## config.mk

```make
export PLATFORM = sky130hd
export DESIGN_NAME = memc_top
export DESIGN_NICKNAME = d
export VERILOG_FILES = /design/src/design/memc_types_pkg.sv /design/src/design/memc_bist_pkg.sv /design/src/design/memc_req_queue.sv /design/src/design/memc_bram.sv /design/src/design/memc_ctrl.sv /design/src/design/memc_cfg_regs.sv /design/src/design/memc_top.sv
export SDC_FILE = /design/constraint.sdc
export NUM_CORES = 1
export LEC_CHECK = 0
export ABC_CLOCK_PERIOD_IN_PS = 6830
export BUFFER_PORTS_ARGS = -buffer_cell sky130_fd_sc_hd__buf_4
export CAP_MARGIN = 20
export CORE_MARGIN = 3
export CORE_UTILIZATION = 62
export CTS_BUF_LIST = sky130_fd_sc_hd__clkbuf_2
export CTS_CLUSTER_DIAMETER = 200
export DETAILED_ROUTE_END_ITERATION = 7
export PLACE_DENSITY = 0.78
export SYNTH_ARGS = -nofsm -noshare
export SYNTH_HDL_FRONTEND = slang
export SYNTH_SLANG_ARGS = --single-unit
```

## constraint.sdc

```tcl
create_clock -name memc_clk -period 6.83 [get_ports memc_clk]
set_input_delay 1.366 -clock memc_clk [delete_from_list [all_inputs] [get_ports memc_clk]]
set_output_delay 1.366 -clock memc_clk [all_outputs]
set_load 0.01 [all_outputs]
```

## src/design/memc_types_pkg.sv

```systemverilog
`default_nettype none

package memc_types_pkg;

  localparam int MAX_ADDR_WIDTH = 12;  // widest address any request can carry

  typedef enum logic {
    op_read  = 1'b0,
    op_write = 1'b1
  } memc_op_e;

  // host request, addr is cut down to the BRAM depth in the controller
  typedef struct packed {
    logic                      valid;
    memc_op_e                  op;
    logic [MAX_ADDR_WIDTH-1:0] addr;
    logic [7:0]                wdata;
  } memc_req_t;

  typedef struct packed {
    logic       valid;
    logic [7:0] rdata;
  } memc_rsp_t;

  typedef enum logic [1:0] {
    reg_ctrl      = 2'd0,
    reg_status    = 2'd1,
    reg_fail_addr = 2'd2
  } cfg_addr_e;

  typedef struct packed {
    logic       valid;
    logic       write;  // 0 = read
    cfg_addr_e  addr;
    logic [7:0] wdata;
  } cfg_req_t;

endpackage

`default_nettype wire

```

## src/design/memc_bist_pkg.sv

```systemverilog
`default_nettype none

package memc_bist_pkg;

  typedef enum logic [3:0] {
    st_reset,
    st_bist,
    st_test_wr1,
    st_test_rd1,
    st_test_dec1,
    st_test_wr2,
    st_test_rd2,
    st_test_dec2,
    st_error,
    st_idle,
    st_access,
    st_read_wait
  } memc_state_e;

  localparam logic [7:0] WR_PATT_1 = 8'h55;
  localparam logic [7:0] WR_PATT_2 = 8'hAA;  // left in memory after a clean run

  typedef struct packed {
    logic                                     done;
    logic                                     fail;
    logic                                     busy;
    logic [memc_types_pkg::MAX_ADDR_WIDTH-1:0] fail_addr;
  } bist_status_t;

endpackage

`default_nettype wire

```

## src/design/memc_req_queue.sv

```systemverilog
`timescale 1ns/1ps
`default_nettype none

module memc_req_queue #(
  parameter int QUEUE_DEPTH = 4
) (
  input  logic                      memc_clk,
  input  logic                      memc_reset,
  input  memc_types_pkg::memc_req_t req,
  input  logic                      pop,
  output memc_types_pkg::memc_req_t head,
  output logic                      credit_return
);

  import memc_types_pkg::*;

  localparam int PTR_W = (QUEUE_DEPTH > 1) ? $clog2(QUEUE_DEPTH) : 1;
  localparam int CNT_W = $clog2(QUEUE_DEPTH + 1);

  memc_req_t        slots [QUEUE_DEPTH];
  logic [PTR_W-1:0] wr_ptr;
  logic [PTR_W-1:0] rd_ptr;
  logic [CNT_W-1:0] count;
  logic             push;

  function automatic logic [PTR_W-1:0] ptr_inc(input logic [PTR_W-1:0] ptr);
    return (ptr == PTR_W'(QUEUE_DEPTH - 1)) ? '0 : ptr + 1'b1;
  endfunction

  assign push = req.valid;

  always_comb begin
    head       = slots[rd_ptr];
    head.valid = (count != '0);
  end

  always_ff @(posedge memc_clk) begin
    if (push) slots[wr_ptr] <= req;
  end

  always_ff @(posedge memc_clk) begin
    if (!memc_reset) begin
      wr_ptr        <= '0;
      rd_ptr        <= '0;
      count         <= '0;
      credit_return <= 1'b0;
    end else begin
      credit_return <= pop;  // one credit back per entry taken
      if (push) wr_ptr <= ptr_inc(wr_ptr);
      if (pop) rd_ptr <= ptr_inc(rd_ptr);
      case ({push, pop})
        2'b10:   count <= count + 1'b1;
        2'b01:   count <= count - 1'b1;
        default: count <= count;
      endcase
    end
  end

  // host must never send without a credit
  a_no_overflow: assert property (@(posedge memc_clk) disable iff (!memc_reset)
    push |-> count != CNT_W'(QUEUE_DEPTH));

  a_no_underflow: assert property (@(posedge memc_clk) disable iff (!memc_reset)
    pop |-> count != '0);

endmodule

`default_nettype wire

```

## src/design/memc_bram.sv

```systemverilog
`timescale 1ns/1ps
`default_nettype none

module memc_bram #(
  parameter int DATA_WIDTH = 8,
  parameter int ADDR_WIDTH = 6
) (
  input  logic                  memc_clk,
  input  logic                  en,
  input  logic                  we,
  input  logic [ADDR_WIDTH-1:0] addr,
  input  logic [DATA_WIDTH-1:0] wdata,
  output logic [DATA_WIDTH-1:0] rdata
);

  logic [DATA_WIDTH-1:0] mem [2**ADDR_WIDTH];

  // single port, write has priority over read on the same edge
  always_ff @(posedge memc_clk) begin
    if (en) begin
      if (we) begin
        mem[addr] <= wdata;
      end else begin
        rdata <= mem[addr];  // valid the cycle after en
      end
    end
  end

endmodule

`default_nettype wire

```

## src/design/memc_ctrl.sv

```systemverilog
`timescale 1ns/1ps
`default_nettype none

module memc_ctrl #(
  parameter int ADDR_WIDTH = 6
) (
  input  logic                        memc_clk,
  input  logic                        memc_reset,
  input  memc_types_pkg::memc_req_t   head,
  output logic                        pop,
  output memc_types_pkg::memc_rsp_t   rsp,
  output logic                        bram_en,
  output logic                        bram_we,
  output logic [ADDR_WIDTH-1:0]       bram_addr,
  output logic [7:0]                  bram_wdata,
  input  logic [7:0]                  bram_rdata,
  input  logic                        bist_start,
  output memc_bist_pkg::bist_status_t status
);

  import memc_types_pkg::*;
  import memc_bist_pkg::*;

  memc_state_e         state;
  memc_state_e         state_next;
  logic [ADDR_WIDTH:0] bist_addr;  // top bit set once the last word passed
  logic                rerun;
  logic                rsp_valid;
  logic [7:0]          rsp_rdata;

  assign rerun = (state == st_idle) && bist_start;
  assign pop   = (state == st_idle) && head.valid && !bist_start;
  assign rsp   = '{valid: rsp_valid, rdata: rsp_rdata};

  always_comb begin
    state_next = state;
    case (state)
      st_reset:     state_next = st_bist;
      st_bist:      state_next = bist_addr[ADDR_WIDTH] ? st_idle : st_test_wr1;
      st_test_wr1:  state_next = st_test_rd1;
      st_test_rd1:  state_next = st_test_dec1;
      st_test_dec1: state_next = (bram_rdata == WR_PATT_1) ? st_test_wr2 : st_error;
      st_test_wr2:  state_next = st_test_rd2;
      st_test_rd2:  state_next = st_test_dec2;
      st_test_dec2: state_next = (bram_rdata == WR_PATT_2) ? st_bist : st_error;
      st_error:     state_next = st_error;  // stuck until reset
      st_idle: begin
        if (bist_start) begin
          state_next = st_bist;
        end else if (head.valid) begin
          state_next = st_access;
        end
      end
      st_access:    state_next = bram_we ? st_idle : st_read_wait;
      st_read_wait: state_next = st_idle;
      default:      state_next = st_reset;
    endcase
  end

  // BRAM strobes are set up for the state being entered
  always_ff @(posedge memc_clk) begin
    if (!memc_reset) begin
      state            <= st_reset;
      bist_addr        <= '0;
      bram_en          <= 1'b0;
      bram_we          <= 1'b0;
      rsp_valid        <= 1'b0;
      status.done      <= 1'b0;
      status.fail      <= 1'b0;
      status.busy      <= 1'b1;
      status.fail_addr <= '0;
    end else begin
      state     <= state_next;
      rsp_valid <= (state == st_read_wait);
      bram_en   <= state_next inside {st_test_wr1, st_test_rd1, st_test_wr2,
                                      st_test_rd2, st_access};
      bram_we   <= (state_next inside {st_test_wr1, st_test_wr2}) ||
                   (state_next == st_access && head.op == op_write);

      if (rerun) begin
        bist_addr   <= '0;
        status.done <= 1'b0;
        status.busy <= 1'b1;
      end else if (state == st_test_dec2 && state_next == st_bist) begin
        bist_addr <= bist_addr + 1'b1;
      end

      if (state == st_bist && bist_addr[ADDR_WIDTH]) begin
        status.done <= 1'b1;
        status.busy <= 1'b0;
      end

      if (state != st_error && state_next == st_error) begin
        status.fail      <= 1'b1;
        status.fail_addr <= MAX_ADDR_WIDTH'(bist_addr[ADDR_WIDTH-1:0]);
      end
    end
  end

  always_ff @(posedge memc_clk) begin
    case (state_next)
      st_test_wr1: begin
        bram_addr  <= bist_addr[ADDR_WIDTH-1:0];
        bram_wdata <= WR_PATT_1;
      end
      st_test_wr2: bram_wdata <= WR_PATT_2;  // same address as wr1
      st_access: begin
        bram_addr  <= head.addr[ADDR_WIDTH-1:0];  // drop unused upper bits
        bram_wdata <= head.wdata;
      end
      default: begin
      end
    endcase
    if (state == st_read_wait) rsp_rdata <= bram_rdata;
  end

  // host pops only once the test is over, BRAM driven on the next cycle
  a_pop_idle: assert property (@(posedge memc_clk) disable iff (!memc_reset)
    pop |-> !status.busy ##1 (state == st_access && bram_en));

  // once the test is over, only host accesses may write
  a_we_access: assert property (@(posedge memc_clk) disable iff (!memc_reset)
    $rose(bram_we) && !status.busy |-> state == st_access);

endmodule

`default_nettype wire

```

## src/design/memc_cfg_regs.sv

```systemverilog
`timescale 1ns/1ps
`default_nettype none

module memc_cfg_regs #(
  parameter int ADDR_WIDTH = 6
) (
  input  logic                        memc_clk,
  input  logic                        memc_reset,
  input  memc_types_pkg::cfg_req_t    cfg_req,
  output logic [7:0]                  cfg_rdata,
  input  memc_bist_pkg::bist_status_t status,
  output logic                        bist_start
);

  import memc_types_pkg::*;

  // only the bits that address the BRAM are reported
  localparam logic [MAX_ADDR_WIDTH-1:0] FAIL_ADDR_MASK =
    (MAX_ADDR_WIDTH'(1) << ADDR_WIDTH) - 1'b1;

  logic cfg_wr;
  logic cfg_rd;

  assign cfg_wr = cfg_req.valid && cfg_req.write;
  assign cfg_rd = cfg_req.valid && !cfg_req.write;

  always_ff @(posedge memc_clk) begin
    if (!memc_reset) begin
      bist_start <= 1'b0;
      cfg_rdata  <= '0;
    end else begin
      bist_start <= cfg_wr && (cfg_req.addr == reg_ctrl) && cfg_req.wdata[0];
      if (cfg_rd) begin
        case (cfg_req.addr)
          reg_ctrl:      cfg_rdata <= '0;  // start bit clears itself
          reg_status:    cfg_rdata <= {5'b0, status.busy, status.fail, status.done};
          reg_fail_addr: cfg_rdata <= 8'(status.fail_addr & FAIL_ADDR_MASK);
          default:       cfg_rdata <= '0;
        endcase
      end
    end
  end

endmodule

`default_nettype wire

```

## src/design/memc_top.sv

```systemverilog
`timescale 1ns/1ps
`default_nettype none

module memc_top #(
  parameter int ADDR_WIDTH  = 6,
  parameter int DATA_WIDTH  = 8,
  parameter int QUEUE_DEPTH = 4  // also the host's starting credits
) (
  input  logic                      memc_clk,
  input  logic                      memc_reset,
  input  memc_types_pkg::memc_req_t req,
  output logic                      credit_return,
  output memc_types_pkg::memc_rsp_t rsp,
  input  memc_types_pkg::cfg_req_t  cfg_req,
  output logic [7:0]                cfg_rdata
);

  import memc_types_pkg::*;
  import memc_bist_pkg::*;

  memc_req_t             head;
  logic                  pop;
  logic                  bram_en;
  logic                  bram_we;
  logic [ADDR_WIDTH-1:0] bram_addr;
  logic [DATA_WIDTH-1:0] bram_wdata;
  logic [DATA_WIDTH-1:0] bram_rdata;
  logic                  bist_start;
  bist_status_t          status;

  memc_req_queue #(
    .QUEUE_DEPTH(QUEUE_DEPTH)
  ) queue0 (
    .memc_clk     (memc_clk),
    .memc_reset   (memc_reset),
    .req          (req),
    .pop          (pop),
    .head         (head),
    .credit_return(credit_return)
  );

  memc_ctrl #(
    .ADDR_WIDTH(ADDR_WIDTH)
  ) ctrl0 (
    .memc_clk  (memc_clk),
    .memc_reset(memc_reset),
    .head      (head),
    .pop       (pop),
    .rsp       (rsp),
    .bram_en   (bram_en),
    .bram_we   (bram_we),
    .bram_addr (bram_addr),
    .bram_wdata(bram_wdata),
    .bram_rdata(bram_rdata),
    .bist_start(bist_start),
    .status    (status)
  );

  memc_bram #(
    .DATA_WIDTH(DATA_WIDTH),
    .ADDR_WIDTH(ADDR_WIDTH)
  ) bram0 (
    .memc_clk(memc_clk),
    .en      (bram_en),
    .we      (bram_we),
    .addr    (bram_addr),
    .wdata   (bram_wdata),
    .rdata   (bram_rdata)
  );

  memc_cfg_regs #(
    .ADDR_WIDTH(ADDR_WIDTH)
  ) regs0 (
    .memc_clk  (memc_clk),
    .memc_reset(memc_reset),
    .cfg_req   (cfg_req),
    .cfg_rdata (cfg_rdata),
    .status    (status),
    .bist_start(bist_start)
  );

endmodule

`default_nettype wire

```

==> metrics.yaml, run 1 <==
coreArea_sq_um: 40000
layout.nets: 1631
die_h_um: 208
setup_tns_ps: 0
outcome: "finished, final reports clean"
tightest_slew_ps: 1160
syn_to_final_growth_pct: 7.85
clock_skew_ps: 100
synth_flop_cell: "edfxtp_1"
wl_per_cell_um: 26.2
synth_seq_area_share_pct: 74.5
min_period_ps: 3810
drive_above_1_share_pct: 24.2
grt_max_degree: 110
hpwl_um: 33900
path_max_fanout: 17
placementRows: 73
startpoint_type: "flop"
antenna_found_initial: 3
tritoncts: "built"
p_per_area_nw_per_um2: 315
drcViolationCount: 0
yosys.cell_types.count: 77
cts_num_sinks: 642
ir_drop_mv: 0.251
async_flop_share_pct: 0
synth_top_cell_area_share_pct: 71.4
rsz0062_at_grt: "no"
grt_pass1_wl_um: 86900
cts.reportedPaths.clkPinSlew_ps: 110
yosysWarnings: 0
cts_inserted_buffers: 151
post-cts-setup-buffers: 0
cts.hold.buffers_added: 0
synth_area_sq_um: 25300
pin_count: 54
cts_buffer_depth: 3
grt-ovfl-total: 0
finalSetupViolCount: 0
fmax_ghz: 0.262
yosys.area.top_type: "edfxtp_1"
io_buffer_count: 38
worst_path_max_delay_cell: "edfxtp_1"
worstPathCellList: "nor2b_2 -> buf_4 -> nand2_1 -> nor2_1"
via_per_inst: 6.54
ys_seq_elements: 642
wirelength_um: 58000
drv_slew: 0
worst_skew_pair.late_latency_ps: 1100
drtPass1Iterations: 6
synth_top_cells_by_area: "edfxtp_1, mux4_2, dfxtp_1"
avgSynthCellArea_sq_um: 17.4
fp.dieW_um: 208
place.gp.congestion: 0.959
detail-route-antenna-nets: 0
relSlewSlack_pct: 22.3
p_leak_nw: 9.06
required_ps: 7450
htree_levels: 4
cts_resized: 0
critPathKind: "reg -> reg"
first_iter_violations: 1745
via_count: 14500
post-route-period-util_pct: 55.8
design.die.area_sq_um: 43300
synth_edf_count: 602
fillCellCount: 2632
crit_arrival_ps: 4440
start_util_pct: 63.3
grt_usage_pct: 26.7
max_cap_violations: 0
syn_inst: 1454
cp-end-kind: "flop"
worst_hold_path_type: "reg -> reg"
fin_util_pct: 68.3
grt_pass1_vias: 14400
cts-root-buf: "clkbuf_2"
hold_viol_final: 0
cpPeakStageDelay_ps: 950
-- flip-flops by register name, indices dropped and copies added (netlist names), 6 cells and up, named ones only --
signal            cells
bram0.mem           512
bram0.rdata           8
ctrl0.bist_addr       7
ctrl0.bram_addr       6
ctrl0.bram_wdata      8
ctrl0.rsp_rdata       8
ctrl0.status          9
queue0.slots         60
regs0.cfg_rdata       6
-- stage by stage --
stage	hold slack, ps	setup WS, ps	std cells	cell area (sq um)	total power [mW]
detailed placement	449	3080	1954	26000	6.30
global placement	441	3100	1954	26000	6.27
finish	459	3020	2210	27300	8.60
CTS	412	3010	2205	27300	8.59
global route	423	2890	2209	27300	8.91
floorplan	426	4000	1455	25300	5.75
-- worst max-delay path: cells and delay by family, from the launching register on --
family        cells  cell delay, ps
simple gates      3            1980
flops             1             950
buf+inv           1             390
-- cell usage in the layout, fill, tap and decap left out, types with 4 or more instances in the layout --
master and instances:
a22oi_1 39, a211oi_1 8, buf_4 61, a22o_1 11
a221o_1 10, xnor2_1 5, a31oi_1 9, ha_1 10
and3_1 7, a211o_1 4, nand4_1 7, clkbuf_2 216
nand3_1 11, nor2_1 103, clkinv_2 5, inv_2 6
dfxtp_1 40, o22a_1 4, xor2_1 4, clkinv_1 22
mux2i_1 62, edfxtp_1 602, a21oi_1 28, and2_1 9
mux2_2 40, o22ai_1 16, o2bb2ai_1 4, mux4_1 6
o21ai_0 23, nor2b_1 11, nand3b_1 7, nand2_1 81
nand2b_1 11, a221oi_1 41, nor3_1 12, inv_1 16
mux4_2 60, nor4bb_1 5
-- cells by family after synthesis --
| family | share of synthesized area [%] |
|---|---|
| compound gates | 6.65 |
| xor+xnor | 0.311 |
| fa+ha+maj | 0.573 |
| buf+inv | 2.22 |
| flops | 74.5 |
| mux | 10.3 |
| other cells | 0.0148 |
| simple gates | 5.36 |
-- report_power, final --
group	total [mW]	switching, mW	internal [mW]
Combinational	1.71	1.12	0.586
Sequential	4.56	0.0784	4.48
Clock	2.33	1.42	0.914
-- synth_stat cells, types with 6 or more instances --
cell type and instances:
a221o_1 10, a31oi_1 9, inv_1 16, mux2_2 40, and2_1 9, a22o_1 11, clkbuf_1 31, mux4_2 60
nand2b_1 11, edfxtp_1 602, a211oi_1 8, and3_1 7, o21ai_0 23, mux4_1 6, nor3_1 12, a21oi_1 28
nand3_1 11, buf_6 8, o22ai_1 16, buf_4 15, buf_2 30, a22oi_1 39, nor2b_1 13, mux2i_1 62
nand2_1 81, ha_1 10, nor2_1 104, dfxtp_1 40, a221oi_1 41, nand4_1 7, nand3b_1 7
-- final timing paths --
check	start	end	slack (ps)	cells past startpoint
worst max-delay path	ctrl0.bram_addr[0]	bram0.mem[41][2]	3020	4
worst min-delay path	ctrl0.status[13]	ctrl0.status[13]	460	2
worst max register to register	ctrl0.bram_addr[0]	bram0.mem[41][2]	3020	4
worst min register to register	ctrl0.status[13]	ctrl0.status[13]	460	2
-- layer usage --
| layer | wire length [um] | global-route usage [%] | vias to the layer above |
|---|---|---|---|
| met1 | 21400 | 36.0 | 7094 |
| met5 | 0 | 0 | - |
| met2 | 27400 | 40.8 | 1000 |
| met3 | 6860 | 8.08 | 184 |
| li1 | - | - | 6173 |
| met4 | 2350 | 11.8 | 0 |
-- cell type report --
| type | count | area (sq um) | share of cell area [%] |
|---|---|---|---|
| timing repair buffer | 64 | 526 | 1.92 |
| clock inverter | 35 | 198 | 0.724 |
| sequential | 642 | 18900 | 69.1 |
| tap | 525 | 657 | 2.40 |
| antenna | 3 | 7.51 | 0.0275 |
| clock buffer | 216 | 1080 | 3.96 |
| multi-input combinational | 707 | 5900 | 21.6 |
| inverter | 18 | 67.6 | 0.247 |
No activity file was read; power rests on OpenSTA's default activity.
==> run 2, diff against run 1 <==
Settings changed: ABC_CLOCK_PERIOD_IN_PS 6830 to 4000.
Clock period 6.83 ns to 4 ns, I/O delays scaled along.
==> run 2 against run 1 <==
Clock power is 74% higher. Non-clock buffer count is 106 higher. Sequential share of layout area is 2.3 points lower. Wire length is 5.2% higher. First-iteration DRC count is 12% higher. Critical endpoint is now bram0.rdata[5]. Highest routed layer is now met5.
==> metrics.yaml, run 2 (synthesis gave the netlist of run 1 again) <==
outcome: "finished, final reports clean"
final_common_cell: "edfxtp_1"
grt_pass1_vias: 15300  # +6.2%
drtPass1Iterations: 7  # +1
r2r_setup_slack_ps: 690  # -2330 ps
cp-end-kind: "flop"
io_buffer_count: 38  # unchanged
reg2reg_depth: 6  # +2
cts_inserted_buffers: 153  # +1.3%
worst_hold_path_type: "in -> reg"
die_h_um: 208  # unchanged
crit_buf_inv: 1  # unchanged
design.die.area_sq_um: 43300  # unchanged
grt-ovfl-total: 0  # unchanged
setup.worst_path.start: "ctrl0.bram_addr[1]"
cts_buffer_depth: 3  # unchanged
relSlewSlack_pct: 26.2  # +3.9 points
cts.reportedPaths.clkPinSlew_ps: 110  # about the same
crit_arrival_ps: 4140  # -300 ps
critPathTopFamily: "simple AND/OR/NAND/NOR gates"
post-route-period-util_pct: 82.8  # +27 points
setup_tns_ps: 0  # unchanged
finalSetupViolCount: 0  # unchanged
tightest_slew_ps: 1110  # -58.6 ps
worstReg2RegStart: "ctrl0.bram_addr[1]"
fillCellCount: 2529  # -3.9%
multi_input_area_sq_um: 5900  # about the same
drive_above_1_share_pct: 27.6  # +3.4 points
grt_usage_pct: 28.3  # +1.7 points
top_register: "bram0.mem"
path_max_fanout: 16  # -1
worstPathCellList: "buf_4 -> and2_0 -> a22o_1 -> a311oi_1 -> nor2_1 -> or4_1"
fin_area_sq_um: 28300  # +3.4%
fin_util_pct: 70.6  # +2.3 points
hold_viol_final: 0  # unchanged
min_period_ps: 3310  # -499 ps
placementRows: 73  # unchanged
reg2reg_to: "bram0.rdata[5]"
critPathCapture: "bram0.rdata[5]"
wl_per_cell_um: 26.3  # +0.27%
worst_skew_pair.late_latency_ps: 1110  # about the same
drv_slew: 0  # unchanged
worst_path_max_delay_cell: "edfxtp_1"
required_ps: 4830  # -2620 ps
via_count: 15000  # +4.0%
detail-route-antenna-nets: 0  # unchanged
drcViolationCount: 0  # unchanged
largest_reg_flops: 512  # unchanged
wirelength_um: 61000  # +5.2%
pin_count: 54  # unchanged
p_leak_nw: 9.62  # +6.2%
htree_levels: 4  # unchanged
p_per_area_nw_per_um2: 528  # +68%
antenna_found_initial: 2  # -1
place.gp.congestion: 0.980  # +2.2%
critPathKind: "reg -> reg"
cts_resized: 0  # unchanged
cp_num_cells: 6  # +2
hpwl_um: 37800  # +12%
most-common-layout-cells: "edfxtp_1, clkbuf_2, buf_4"
start_util_pct: 63.3  # unchanged
postPlaceCellArea_sq_um: 26700  # +2.6%
syn_to_final_growth_pct: 11.6
rsz0062_at_grt: "no"
fp.dieW_um: 208  # unchanged
grt_max_degree: 65  # -41%
max_cap_violations: 0  # unchanged
grt_pass1_wl_um: 91900  # +5.8%
fmax_ghz: 0.302  # +15%
startpoint_type: "flop"
seq_area_sq_um: 18900  # unchanged
reg_top3: "bram0.mem: 512 flops, queue0.slots: 60 flops, ctrl0.status: 9 flops"
tritoncts: "built"
cpPeakStageDelay_ps: 790  # -160 ps
dp_cells: 2038  # +4.3%
cts_num_sinks: 642  # unchanged
ir_drop_mv: 0.291  # +16%
fin_cells: 2319  # +4.9%
coreArea_sq_um: 40000  # unchanged
clock_skew_ps: 78.0  # -22.1 ps
via_per_inst: 6.48  # -0.85%
layout.nets: 1739  # +6.6%
cts-root-buf: "clkbuf_2"
first_iter_violations: 1959  # +12%
==> run 2: cell count changes in the layout (fill, tap and decap cells not counted), sizes merged <==
cell and change:
clkinvlp +3, diode -2, inv +1, dlygate4sd3 +21, clkinv -1, buf +85
clkbuf +2
==> run 2: final cells by class <==
class                           count  share of cell area [%]
Antenna cell                        1                 0.00886
Clock buffer                      218                    3.86
Clock inverter                     38                   0.770
Inverter                           18                   0.239
Multi-Input combinational cell    707                    20.9
Sequential cell                   642                    66.8
Tap cell                          525                    2.32
Timing Repair Buffer              170                    5.11
==> run 2: routing by layer <==
layer	GRT usage, %	up-vias	share of wire (%)
met5	0	-	0.021
met4	14.3	2	4.8
met3	7.00	220	11
met2	44.7	1071	48
met1	37.4	7359	36
li1	-	6383	-
==> run 2: metrics by stage <==
stage               total power, mW  worst slack (ps)  hold slack (ps)
floorplan                      9.82              1170              426
global placement               10.8               775              435
detailed placement             10.9               762              451
CTS                            14.9               723             28.7
global route                   15.5               591             97.1
finish                         14.9               688              130
==> run 2: power by group <==
group | switching, mW | internal, mW | leakage (nW)
Sequential | 0.200 | 7.65 | 5.68
Combinational | 1.90 | 1.13 | 2.93
Clock | 2.47 | 1.58 | 1.01
Total | 4.57 | 10.4 | 9.62
==> run 2: worst reg2reg max path: stages (launching register included) <==
cell      delay [ps]
edfxtp_1         790
buf_4            390
and2_0           430
a22o_1           330
a311oi_1         410
nor2_1           140
or4_1            590
==> run 2: repair_timing <==
action,in CTS,in global routing
endpoints found under the setup margin,0,0
endpoints found under the hold margin,68,0
hold buffers,21,0
setup buffers,0,0
==> run 2: worst min-delay path by stage <==
| stage | cells past startpoint | to | from | slack, ps |
|---|---|---|---|---|
| after floorplan | 2 | ctrl0.status[13] | ctrl0.status[13] | 430 |
| after global placement | 2 | ctrl0.status[13] | ctrl0.status[13] | 430 |
| after detailed placement | 2 | ctrl0.status[13] | ctrl0.status[13] | 450 |
| after CTS | 4 | regs0.cfg_rdata[3] | cfg_req[11] | 30 |
| after global routing | 4 | regs0.cfg_rdata[5] | cfg_req[11] | 100 |
| final | 4 | regs0.cfg_rdata[3] | cfg_req[11] | 130 |
==> run 3, diff against run 2 <==
Settings changed: ABC_CLOCK_PERIOD_IN_PS 4000 to 3300.
Clock period 4 ns to 3.3 ns, I/O delays scaled along.
==> run 3 against run 2 <==
First-iteration DRC count shrank 7.5%. Clock power is 26% higher. Non-clock buffer count increased by 30.
==> metrics.yaml, run 3 (synthesis gave the netlist of run 1 again) <==
fin_util_pct: 71.4  # +0.81 points
worst_hold_path_type: "in -> reg"
grt_max_degree: 72  # +11%
post-route-period-util_pct: 91.3  # +8.5 points
htree_levels: 4  # unchanged
worst_skew_pair.late_latency_ps: 1130  # +20 ps
antenna_found_initial: 1  # -1
grt-ovfl-total: 0  # unchanged
reg_top3: "bram0.mem: 512 flops, queue0.slots: 60 flops, ctrl0.status: 9 flops"
relSlewSlack_pct: 36.7  # +11 points
drv_slew: 0  # unchanged
start_util_pct: 63.3  # unchanged
fp.dieW_um: 208  # unchanged
cts_resized: 0  # unchanged
detail-route-antenna-nets: 0  # unchanged
most-common-layout-cells: "edfxtp_1, clkbuf_2, buf_4"
cpPeakStageDelay_ps: 830  # +40 ps
reg2reg_depth: 6  # unchanged
layout.nets: 1768  # +1.7%
p_per_area_nw_per_um2: 642  # +22%
design.die.area_sq_um: 43300  # unchanged
place.gp.congestion: 0.949  # -3.1%
grt_usage_pct: 28.5  # +0.14 points
pin_count: 54  # unchanged
cts_inserted_buffers: 152  # -0.65%
drive_above_1_share_pct: 27.8  # +0.18 points
path_max_fanout: 32  # +16
coreArea_sq_um: 40000  # unchanged
crit_top_cell: "buf_4"
placementRows: 73  # unchanged
first_iter_violations: 1812  # -7.5%
cts.reportedPaths.clkPinSlew_ps: 100  # about the same
wirelength_um: 61800  # +1.3%
worst_path_max_delay_cell: "nor2b_2"
startpoint_type: "flop"
fmax_ghz: 0.332  # +10%
tightest_slew_ps: 945  # -161 ps
crit_arrival_ps: 3770  # -370 ps
ir_drop_mv: 0.405  # +39%
via_count: 15000  # +0.027%
worstPathCellList: "buf_12 -> nor2b_2 -> buf_4 -> nand2_1 -> nor2_1 -> buf_4"
tritoncts: "built"
setup_tns_ps: 0  # unchanged
cts-root-buf: "clkbuf_2"
grt_pass1_vias: 15400  # +0.24%
grt_pass1_wl_um: 92400  # +0.45%
syn_to_final_growth_pct: 12.8
required_ps: 4060  # -770 ps
via_per_inst: 6.43  # -0.87%
r2r_setup_slack_ps: 290  # -400 ps
io_buffer_count: 38  # unchanged
top_register: "bram0.mem"
cts_num_sinks: 642  # unchanged
clock_skew_ps: 95.0  # +17.0 ps
hold_depth: 4  # unchanged
max_cap_violations: 0  # unchanged
drtPass1Iterations: 6  # -1
final_common_cell: "edfxtp_1"
hpwl_um: 37600  # -0.53%
largest_reg_flops: 512  # unchanged
cp-end-kind: "flop"
drcViolationCount: 0  # unchanged
wl_per_cell_um: 26.4  # +0.37%
die_h_um: 208  # unchanged
rsz0062_at_grt: "no"
outcome: "finished, final reports clean"
cts_buffer_depth: 3  # unchanged
critPathKind: "reg -> reg"
min_period_ps: 3010  # -301 ps
p_leak_nw: 9.79  # +1.8%
finalSetupViolCount: 0  # unchanged
hold_viol_final: 0  # unchanged
run 3: worst max-delay path: cells and delay by family (launching register included):
| kind | cells | cell delay [ps] |
|---|---|---|
| simple gates | 3 | 1440 |
| buf+inv | 3 | 840 |
| flops | 1 | 390 |
run 3: per-stage QoR:
step / worst slack (ps) / cells / total power, mW / instance area, sq um / hold WS, ps
finish: 288 / 2340 / 18.4 / 28600 / 210
global route: 276 / 2340 / 19.0 / 28600 / 183
CTS: 408 / 2337 / 18.2 / 28500 / 127
detailed placement: 454 / 2066 / 13.3 / 26900 / 453
global placement: 452 / 2064 / 13.2 / 26900 / 437
floorplan: 465 / 1455 / 11.9 / 25300 / 426
run 3: layout make-up:
type / count / area [sq um]
clock buffers: 202 / 1010
fillers: 2461 / 11400
multi-input cells: 707 / 5900
diodes: 1 / 2.50
inverters: 18 / 67.6
flip-flops and latches: 642 / 18900
well taps: 525 / 657
repair buffers: 200 / 1730
clock inverters: 45 / 337
run 3: layer usage:
metal | global-route usage (%) | part of all wire [%] | routed length (um) | up-vias
met5 | 0 | 0 | 0 | -
li1 | - | - | - | 6420
met2 | 45.4 | 49 | 30000 | 1101
met1 | 37.2 | 36 | 22000 | 7340
met3 | 7.45 | 12 | 7110 | 178
met4 | 13.6 | 4.3 | 2680 | 0
run 3: final timing paths:
kind / from / end
hold reg to reg: ctrl0.status[13] / ctrl0.status[13]
setup / recovery: ctrl0.bram_addr[1] / bram0.mem[38][3]
setup reg to reg: ctrl0.bram_addr[1] / bram0.mem[38][3]
hold / removal: cfg_req[9] / regs0.cfg_rdata[4]
run 3: timing repair:
action / 4_1_cts / 5_1_grt
hold buffers: 24 / 0
endpoints found under the hold margin: 71 / 0
setup buffers: 0 / 0
run 3: power breakdown:
part,total (mW),internal (mW),switching [mW]
Sequential,9.46,9.27,0.188
Combinational,3.79,1.45,2.34
Clock,5.10,2.11,2.99
